File: src/logic/lpbk_config.svh
// ****************************
// Loopback AFU configuration
// Line widths, index width and line FIFO sizing
// ****************************
`ifndef LPBK_CONFIG_SVH
`define LPBK_CONFIG_SVH

// Host line interface
`define LPBK_ADDR_W 16      // Line address, in lines
`define LPBK_DATA_W 64      // One data line
`define LPBK_IDX_W 8        // Line index and line count

// Line FIFO, also the read credit limit
`define LPBK_FIFO_DEPTH 8
`define LPBK_FIFO_PTR_W 3   // Holds 0 .. DEPTH-1
`define LPBK_FIFO_CNT_W 4   // Holds 0 .. DEPTH

`endif

File: src/logic/lpbk_pkg.sv
// ****************************
// Loopback AFU types
// Line vectors, host channel structs and control states
// ****************************
`default_nettype none
`include "lpbk_config.svh"

package lpbk_pkg;

  // Plain vectors
  typedef logic [`LPBK_ADDR_W-1:0] line_addr_t;
  typedef logic [`LPBK_DATA_W-1:0] line_data_t;
  typedef logic [`LPBK_IDX_W-1:0] line_idx_t;
  typedef logic [`LPBK_FIFO_PTR_W-1:0] fifo_ptr_t;
  typedef logic [`LPBK_FIFO_CNT_W-1:0] fifo_cnt_t;    // Occupancy or credits

  // Job descriptor, latched on start
  typedef struct packed {
    line_addr_t src;          // First source line
    line_addr_t dst;          // First destination line
    line_idx_t  num_lines;
  } lpbk_cfg_t;

  // ****************************
  // Host channels
  // ****************************
  typedef struct packed {
    logic       valid;
    line_addr_t addr;
    line_idx_t  mdata;        // Line index, echoed in the response
  } c0_tx_t;

  typedef struct packed {
    logic       valid;
    line_data_t data;
    line_idx_t  mdata;
  } c0_rx_t;

  typedef struct packed {
    logic       valid;
    line_addr_t addr;
    line_data_t data;
  } c1_tx_t;

  // One buffered read response
  typedef struct packed {
    line_idx_t  idx;
    line_data_t data;
  } line_entry_t;

  typedef enum logic [1:0] {
    IDLE = 2'd0,
    RUN  = 2'd1,
    DONE = 2'd2
  } ctl_state_t;

endpackage

`default_nettype wire

File: src/logic/lpbk_ctl.sv
// ****************************
// Loopback control
// Latches the job on start, tracks busy, counts write
// acknowledgements and holds done until the next start
// ****************************
`timescale 1ns/1ns
`default_nettype none

module lpbk_ctl (
  input  wire logic                pClk,
  input  wire logic                rst_n,
  input  wire logic                start,       // One-cycle pulse from host
  input  wire lpbk_pkg::lpbk_cfg_t cfg,
  input  wire logic                c1_rx_ack,   // One strobe per completed write
  output lpbk_pkg::lpbk_cfg_t      job,
  output logic                     run_start,   // Kicks the read engine
  output logic                     busy,
  output logic                     done
);

  lpbk_pkg::ctl_state_t state;
  lpbk_pkg::line_idx_t  ack_cnt;              // Writes acknowledged so far
  logic                 start_ok;
  logic                 last_ack;

  // Start is dropped while a job runs
  assign start_ok = start && (state != lpbk_pkg::RUN);
  assign last_ack = c1_rx_ack &&
                    (lpbk_pkg::line_idx_t'(ack_cnt + 1'b1) == job.num_lines);

  // ****************************
  // Control FSM
  // ****************************
  always_ff @(posedge pClk or negedge rst_n)
  begin
    if (!rst_n)
    begin
      state     <= lpbk_pkg::IDLE;
      ack_cnt   <= '0;
      run_start <= 1'b0;
    end
    else
    begin
      run_start <= start_ok;                  // Lines up with the first busy cycle
      case (state)
        lpbk_pkg::IDLE,
        lpbk_pkg::DONE:
        begin
          if (start_ok)
          begin
            state   <= lpbk_pkg::RUN;
            ack_cnt <= '0;
          end
        end
        lpbk_pkg::RUN:
        begin
          // Zero-line job has nothing to wait for
          if (job.num_lines == '0)
            state <= lpbk_pkg::DONE;
          else if (c1_rx_ack)
          begin
            ack_cnt <= ack_cnt + 1'b1;
            if (last_ack)
              state <= lpbk_pkg::DONE;     // done shows one cycle after this ack
          end
        end
        default: state <= lpbk_pkg::IDLE;
      endcase
    end
  end

  // Job descriptor
  always_ff @(posedge pClk)
  begin
    if (start_ok)
      job <= cfg;
  end

  assign busy = (state == lpbk_pkg::RUN);
  assign done = (state == lpbk_pkg::DONE);    // Held until next accepted start

endmodule

`default_nettype wire

File: src/logic/lpbk_rd_engine.sv
// ****************************
// Loopback read engine
// Issues one read per source line, throttled by the host
// almost-full level and by line FIFO credits
// ****************************
`timescale 1ns/1ns
`default_nettype none
`include "lpbk_config.svh"

module lpbk_rd_engine (
  input  wire logic                pClk,
  input  wire logic                rst_n,
  input  wire logic                run_start,
  input  wire lpbk_pkg::lpbk_cfg_t job,
  input  wire logic                c0_tx_alm_full,
  input  wire logic                pop,           // Frees one FIFO slot
  output lpbk_pkg::c0_tx_t         c0_tx
);

  lpbk_pkg::line_idx_t next_idx;               // Index of the next request
  lpbk_pkg::fifo_cnt_t credits;                // Free FIFO slots not yet claimed
  logic                running;
  logic                issue;

  // One request per cycle at most
  assign issue = running &&
                 !c0_tx_alm_full &&
                 (credits != '0) &&
                 (next_idx != job.num_lines);

  // ****************************
  // Request sequencing
  // ****************************
  always_ff @(posedge pClk or negedge rst_n)
  begin
    if (!rst_n)
    begin
      running  <= 1'b0;
      next_idx <= '0;
      credits  <= lpbk_pkg::fifo_cnt_t'(`LPBK_FIFO_DEPTH);
    end
    else if (run_start)
    begin
      running  <= 1'b1;
      next_idx <= '0;
      credits  <= lpbk_pkg::fifo_cnt_t'(`LPBK_FIFO_DEPTH);  // Whole FIFO free
    end
    else
    begin
      if (next_idx == job.num_lines)
        running <= 1'b0;                       // All requests sent
      if (issue)
        next_idx <= next_idx + 1'b1;
      case ({issue, pop})
        2'b10:   credits <= credits - 1'b1;    // Slot claimed
        2'b01:   credits <= credits + 1'b1;    // Slot returned by consumer
        default: credits <= credits;           // Both or neither
      endcase
    end
  end

  // Registered request, valid cleared when not issuing
  always_ff @(posedge pClk or negedge rst_n)
  begin
    if (!rst_n)
      c0_tx <= '0;
    else
    begin
      c0_tx.valid <= issue;
      if (issue)
      begin
        c0_tx.addr  <= job.src + lpbk_pkg::line_addr_t'(next_idx);
        c0_tx.mdata <= next_idx;               // Response returns it
      end
    end
  end

endmodule

`default_nettype wire

File: src/logic/lpbk_line_fifo.sv
// ****************************
// Loopback line FIFO
// Circular buffer of read responses, stored with the line
// index so they may arrive in any order
// ****************************
`timescale 1ns/1ns
`default_nettype none
`include "lpbk_config.svh"

module lpbk_line_fifo (
  input  wire logic             pClk,
  input  wire logic             rst_n,
  input  wire lpbk_pkg::c0_rx_t c0_rx,
  input  wire logic             pop,
  output lpbk_pkg::line_entry_t head,
  output logic                  not_empty
);

  localparam lpbk_pkg::fifo_ptr_t LAST_SLOT = lpbk_pkg::fifo_ptr_t'(`LPBK_FIFO_DEPTH - 1);

  lpbk_pkg::line_entry_t mem [`LPBK_FIFO_DEPTH];
  lpbk_pkg::fifo_ptr_t   wr_ptr;
  lpbk_pkg::fifo_ptr_t   rd_ptr;
  lpbk_pkg::fifo_cnt_t   count;                // Entries held
  logic                  push;

  // Every valid response is a push, credits keep it from overflowing
  assign push = c0_rx.valid;

  // Storage
  always_ff @(posedge pClk)
  begin
    if (push)
    begin
      mem[wr_ptr].idx  <= c0_rx.mdata;
      mem[wr_ptr].data <= c0_rx.data;
    end
  end

  // ****************************
  // Pointers and occupancy
  // ****************************
  always_ff @(posedge pClk or negedge rst_n)
  begin
    if (!rst_n)
    begin
      wr_ptr <= '0;
      rd_ptr <= '0;
      count  <= '0;
    end
    else
    begin
      if (push)
        wr_ptr <= (wr_ptr == LAST_SLOT) ? '0 : wr_ptr + 1'b1;   // Wrap
      if (pop)
        rd_ptr <= (rd_ptr == LAST_SLOT) ? '0 : rd_ptr + 1'b1;
      case ({push, pop})
        2'b10:   count <= count + 1'b1;
        2'b01:   count <= count - 1'b1;
        default: count <= count;
      endcase
    end
  end

  // New entry shows at head the cycle after its push
  assign head      = mem[rd_ptr];
  assign not_empty = (count != '0);

endmodule

`default_nettype wire

File: src/logic/lpbk_wr_engine.sv
// ****************************
// Loopback write engine
// Drains the line FIFO and writes each line to the
// destination region at its own index
// ****************************
`timescale 1ns/1ns
`default_nettype none

module lpbk_wr_engine (
  input  wire logic                  pClk,
  input  wire logic                  rst_n,
  input  wire lpbk_pkg::lpbk_cfg_t   job,
  input  wire logic                  not_empty,
  input  wire lpbk_pkg::line_entry_t head,
  input  wire logic                  c1_tx_alm_full,
  output logic                       pop,       // Also returns a read credit
  output lpbk_pkg::c1_tx_t           c1_tx
);

  // Pop only when the write can go out next cycle
  assign pop = not_empty && !c1_tx_alm_full;

  // ****************************
  // Write request register
  // ****************************
  always_ff @(posedge pClk or negedge rst_n)
  begin
    if (!rst_n)
      c1_tx <= '0;
    else
    begin
      c1_tx.valid <= pop;                       // One write per pop
      if (pop)
      begin
        // Index picks the slot, so response order does not matter
        c1_tx.addr <= job.dst + lpbk_pkg::line_addr_t'(head.idx);
        c1_tx.data <= head.data;
      end
    end
  end

endmodule

`default_nettype wire

File: src/logic/lpbk_afu.sv
// ****************************
// Loopback AFU top level
// Copies a run of lines from a source to a destination
// region over the host read and write channels
// ****************************
`timescale 1ns/1ns
`default_nettype none

module lpbk_afu (
  input  wire logic                pClk,
  input  wire logic                rst_n,

  // Job control
  input  wire logic                start,
  input  wire lpbk_pkg::lpbk_cfg_t cfg,
  output logic                     busy,
  output logic                     done,

  // Host flow control, levels
  input  wire logic                c0_tx_alm_full,
  input  wire logic                c1_tx_alm_full,

  // Host channels
  input  wire lpbk_pkg::c0_rx_t    c0_rx,        // Read responses
  input  wire logic                c1_rx_ack,    // Write acknowledge
  output lpbk_pkg::c0_tx_t         c0_tx,        // Read requests
  output lpbk_pkg::c1_tx_t         c1_tx         // Write requests
);

  lpbk_pkg::lpbk_cfg_t   job;
  lpbk_pkg::line_entry_t head;
  logic                  run_start;
  logic                  pop;
  logic                  not_empty;

  // ****************************
  // Control
  // ****************************
  lpbk_ctl u_ctl (
    .pClk      (pClk),
    .rst_n     (rst_n),
    .start     (start),
    .cfg       (cfg),
    .c1_rx_ack (c1_rx_ack),
    .job       (job),
    .run_start (run_start),
    .busy      (busy),
    .done      (done)
  );

  // Producer
  lpbk_rd_engine u_rd_engine (
    .pClk           (pClk),
    .rst_n          (rst_n),
    .run_start      (run_start),
    .job            (job),
    .c0_tx_alm_full (c0_tx_alm_full),
    .pop            (pop),             // Credit return
    .c0_tx          (c0_tx)
  );

  // Buffer, fed straight from the read response channel
  lpbk_line_fifo u_line_fifo (
    .pClk      (pClk),
    .rst_n     (rst_n),
    .c0_rx     (c0_rx),
    .pop       (pop),
    .head      (head),
    .not_empty (not_empty)
  );

  // Consumer
  lpbk_wr_engine u_wr_engine (
    .pClk           (pClk),
    .rst_n          (rst_n),
    .job            (job),
    .not_empty      (not_empty),
    .head           (head),
    .c1_tx_alm_full (c1_tx_alm_full),
    .pop            (pop),
    .c1_tx          (c1_tx)
  );

endmodule

`default_nettype wire

File: config.mk
export PLATFORM = sky130hd
export DESIGN_NAME = lpbk_afu
export DESIGN_NICKNAME = d
export VERILOG_FILES = /design/src/logic/lpbk_pkg.sv /design/src/logic/lpbk_ctl.sv /design/src/logic/lpbk_rd_engine.sv /design/src/logic/lpbk_line_fifo.sv /design/src/logic/lpbk_wr_engine.sv /design/src/logic/lpbk_afu.sv
export VERILOG_INCLUDE_DIRS = /design/src /design/src/logic
export SDC_FILE = /design/constraint.sdc
export NUM_CORES = 1
export LEC_CHECK = 0
export ABC_AREA = 1
export ABC_CLOCK_PERIOD_IN_PS = 3930
export BUFFER_PORTS_ARGS = -buffer_cell sky130_fd_sc_hd__buf_4
export CAP_MARGIN = 20
export CORE_AREA = 2 2 265 267
export DETAILED_ROUTE_END_ITERATION = 7
export DIE_AREA = 0 0 267 269
export HOLD_SLACK_MARGIN = 0.03
export SYNTH_ARGS = -nofsm -noshare
export SYNTH_HDL_FRONTEND = slang
export SYNTH_HIERARCHICAL = 1
export SYNTH_SLANG_ARGS = --single-unit
export TNS_END_PERCENT = 100
File: constraint.sdc
create_clock -name pClk -period 3.93 [get_ports pClk]
set_input_delay 0.5895 -clock pClk [delete_from_list [all_inputs] [get_ports pClk]]
set_output_delay 0.5895 -clock pClk [all_outputs]
set_load 0.1 [all_outputs]
==> summary.txt <==
top_reg_cell synth: edfxtp_1
final hold violations: 0
# resized after CTS: 0
Yosys warnings: 6
R2R Path Start: u_line_fifo/rd_ptr[1]
post-synthesis sequential area ratio: 71.27%
area delta synth->final: 16.70%
nets@finish: 3014
# fillers: 5915
maximum capacitance violations: 0
Post-Syn Area: 30870 um^2
die area: 71820 um^2
first drt pass iteration count: 5
Max IR drop VDD: 697.5 uV
# IOs: 227
crit start category: flop
Synth Area in Compound Gates: 8.693%
root buf cell: clkbuf_16
Final setup viols: 0
drt wl/cell: 19.44 um
largest net degree at the start of global routing: 135
Worst Hold Class: input pin to flop
most frequent cells in the layout: nand2_1 (668), edfxtp_1 (616), nor2_1 (322)
synthesized flop and latch total: 756
status: complete, no violations
syn avg cell area: 11.64 um^2
commonest non-fill, non-tap cell in the layout: nand2_1
CP endpoint kind: flop
Lkg Pwr: 13.99 nW
port buffer count: 226
crit path cell chain: buf_4, o21ai_0, o22ai_1, nand2_1, nand2_1, ha_1, nand2_1, nand2_1, a21oi_1, nand2_1, nand2_1, nand3_1, nand3_1, nand2_1
fmax: 346.7 MHz
final slew viol count: 0
XOR/XNOR Fraction of Synth Area: 0.5674%
total grt overflow: 0
Post-synth EDFFs: 616
Slew HR: 28.48%
mux contribution to synthesized area: 0%
Adder-Cell Fraction of Synth Area: 1.289%
Worst-Margin Slew: 1.073 ns
internal reg-to-reg setup slack: 1.05 ns
RSZ-0062 raised after global routing: no
final WL: 75280 um
initial antenna violation count: 10
simple-gate portion of the synthesized area: 14.50%
All-Layer GR Usage: 20.85%
crit path DAT: 3.39 ns
max incr delay on CP: 0.64 ns
clk sinks: 756
share of cells above drive strength 1: 14.31%
fin crit share: 73.40%
syn nets: 2801
placer congestion estimate: 0.8675
die height: 269 um
WP buf/inv: 1
Pwr Total: 30.23 mW
fin area: 36030 um^2
r2r endpoint: u_wr_engine/c1_tx[75]
ys async rst share: 18.52%
CP most frequent cell: nand2_1
via/cell ratio: 5.326
Clock transition at path regs: 0.06 ns
DP Wirelength: 43440 um
main combinational cell family by area after synthesis: simple AND/OR/NAND/NOR gates
Critical Path RT: 4.43 ns
number of placement rows: 97
Clock Skews: 0.02175 ns
initial core utilization: 44.55%
final cell count without fillers: 3872
CTS Buffer Depth: 3
Cell Area, Placed: 33500 um^2
vias in the first global route: 20.25k
Worst Reg-to-Reg Cells: 14
Routed Antenna Nets: 0
CP max FO: 45
Worst Setup SP: u_line_fifo/rd_ptr[1]
PD cells: 838.9 nW/um^2
Die Width: 267 um
first-pass GRT wire length: 115000 um
setup TNS: 0 ns
Cell variety after synth: 44
core area: 69300 um^2
Num CTS Buffers: 80
initial drt markers: 1453
min Tclk post-route: 2.885 ns
via count: 20.62k
CTS tree: done
clk_lat worst skew: 0.63 ns
cells after synthesis: 2652
critical path endpoint: u_wr_engine/c1_tx[75]
cell family with most CP delay: simple AND/OR/NAND/NOR gates
DRC viols: 0
Placed Cells: 3722
Crit-path slowest cell: dfrtp_4
H-tree depth: 3
Crit Path Class: flop to flop
Stages on worst setup path: 14
[worst reg2reg max path, stage by stage, from the launching register on]
cell	delay, ns
dfrtp_4	0.64
buf_4	0.53
o21ai_0	0.17
o22ai_1	0.18
nand2_1	0.07
nand2_1	0.17
ha_1	0.30
nand2_1	0.09
nand2_1	0.07
a21oi_1	0.12
nand2_1	0.13
nand2_1	0.11
nand3_1	0.06
nand3_1	0.08
nand2_1	0.05
[cell usage after synthesis (all sizes together) (12+ instances only)]
library cell,n,area [um^2]
clkbuf,47,190.2
xnor2,18,157.7
dfrtp,139,3478
o22ai,150,938.4
o21ai,330,1652
nand2,675,2580
inv,99,384.1
edfxtp,616,18500
ha,27,337.8
a21oi,12,60.06
buf,85,561.8
nand3,70,360.3
nor2,340,1319
nand4,15,93.84
[metrics by stage]
step | utilization [%] | setup slack (ns) | hold WS, ns
2_1_floorplan | - | -0.2978 | 0.2939
3_3_place_gp | 48.34 | 1.126 | 0.4567
3_5_place_dp | 48.34 | 1.099 | 0.4583
4_1_cts | 51.98 | 1.096 | 0.1073
5_1_grt | 51.98 | 0.7852 | 0.1176
6_report | 51.99 | 1.045 | 0.1409
[power breakdown]
part	switching, mW	total (mW)	internal (mW)
logic	9.14	12.1	2.97
clock network	3.05	7.18	4.14
registers	0.770	10.9	10.2
[sequential cells by signal, indices dropped and copies added (netlist names)]
name                  count
u_ctl/ack_cnt             8
u_ctl/job                40
u_ctl/run_start           1
u_ctl/state               2
u_line_fifo/count         4
u_line_fifo/mem         576
u_line_fifo/rd_ptr        3
u_line_fifo/wr_ptr        3
u_rd_engine/c0_tx        25
u_rd_engine/credits       4
u_rd_engine/next_idx      8
u_rd_engine/running       1
u_wr_engine/c1_tx        81
[cell families (layout without fill, tap and decap cells)]
| group | count (synthesis) | count (layout) |
|---|---|---|
| AND/OR/NAND/NOR | 1119 | 1119 |
| flip-flops | 756 | 756 |
| AO/OA/AOI/OAI | 496 | 496 |
| buffers and inverters | 231 | 508 |
| adder cells (fa/ha/maj) | 30 | 30 |
| XOR/XNOR | 20 | 20 |
| other | 0 | 3 |
[cell type report]
cell class / instances / area (um^2) / area share [%]
sequential: 756 / 22010 / 61.10
antenna: 3 / 7.507 / 0.02084
clock inverter: 38 / 311.5 / 0.8647
tap: 940 / 1176 / 3.264
timing repair buffer: 263 / 2131 / 5.914
inverter: 99 / 389.1 / 1.080
multi-input combinational: 1665 / 7801 / 21.65
clock buffer: 108 / 2198 / 6.102
[how the worst min path moves through the flow]
stage,from,endpoint,slack (ns),depth (start not counted)
detailed placement,u_rd_engine/running,u_rd_engine/running,0.46,2
finish,c1_tx_alm_full,u_wr_engine/c1_tx[80],0.14,2
global placement,u_wr_engine/c1_tx[35],u_wr_engine/c1_tx[35],0.46,2
floorplan,rst_n,u_ctl/ack_cnt[0],0.29,0
CTS,c1_tx_alm_full,u_wr_engine/c1_tx[80],0.11,2
global route,c1_tx_alm_full,u_wr_engine/c1_tx[80],0.12,2
[routing by layer]
metal	vias up	global-route usage (%)	part of all wire (%)
li1	9705	-	-
met1	10220	27.80	44
met2	553	34.68	48
met3	134	4.347	5.8
met4	16	6.013	2.3
met5	-	0	0.15
[repair_timing]
action / in CTS / in global routing
hold buffers: 1 / 0
buffers inserted: 0 / 0
endpoints found under the hold margin: 52 / 0
Note: power is estimated with default switching activity, not from simulation.
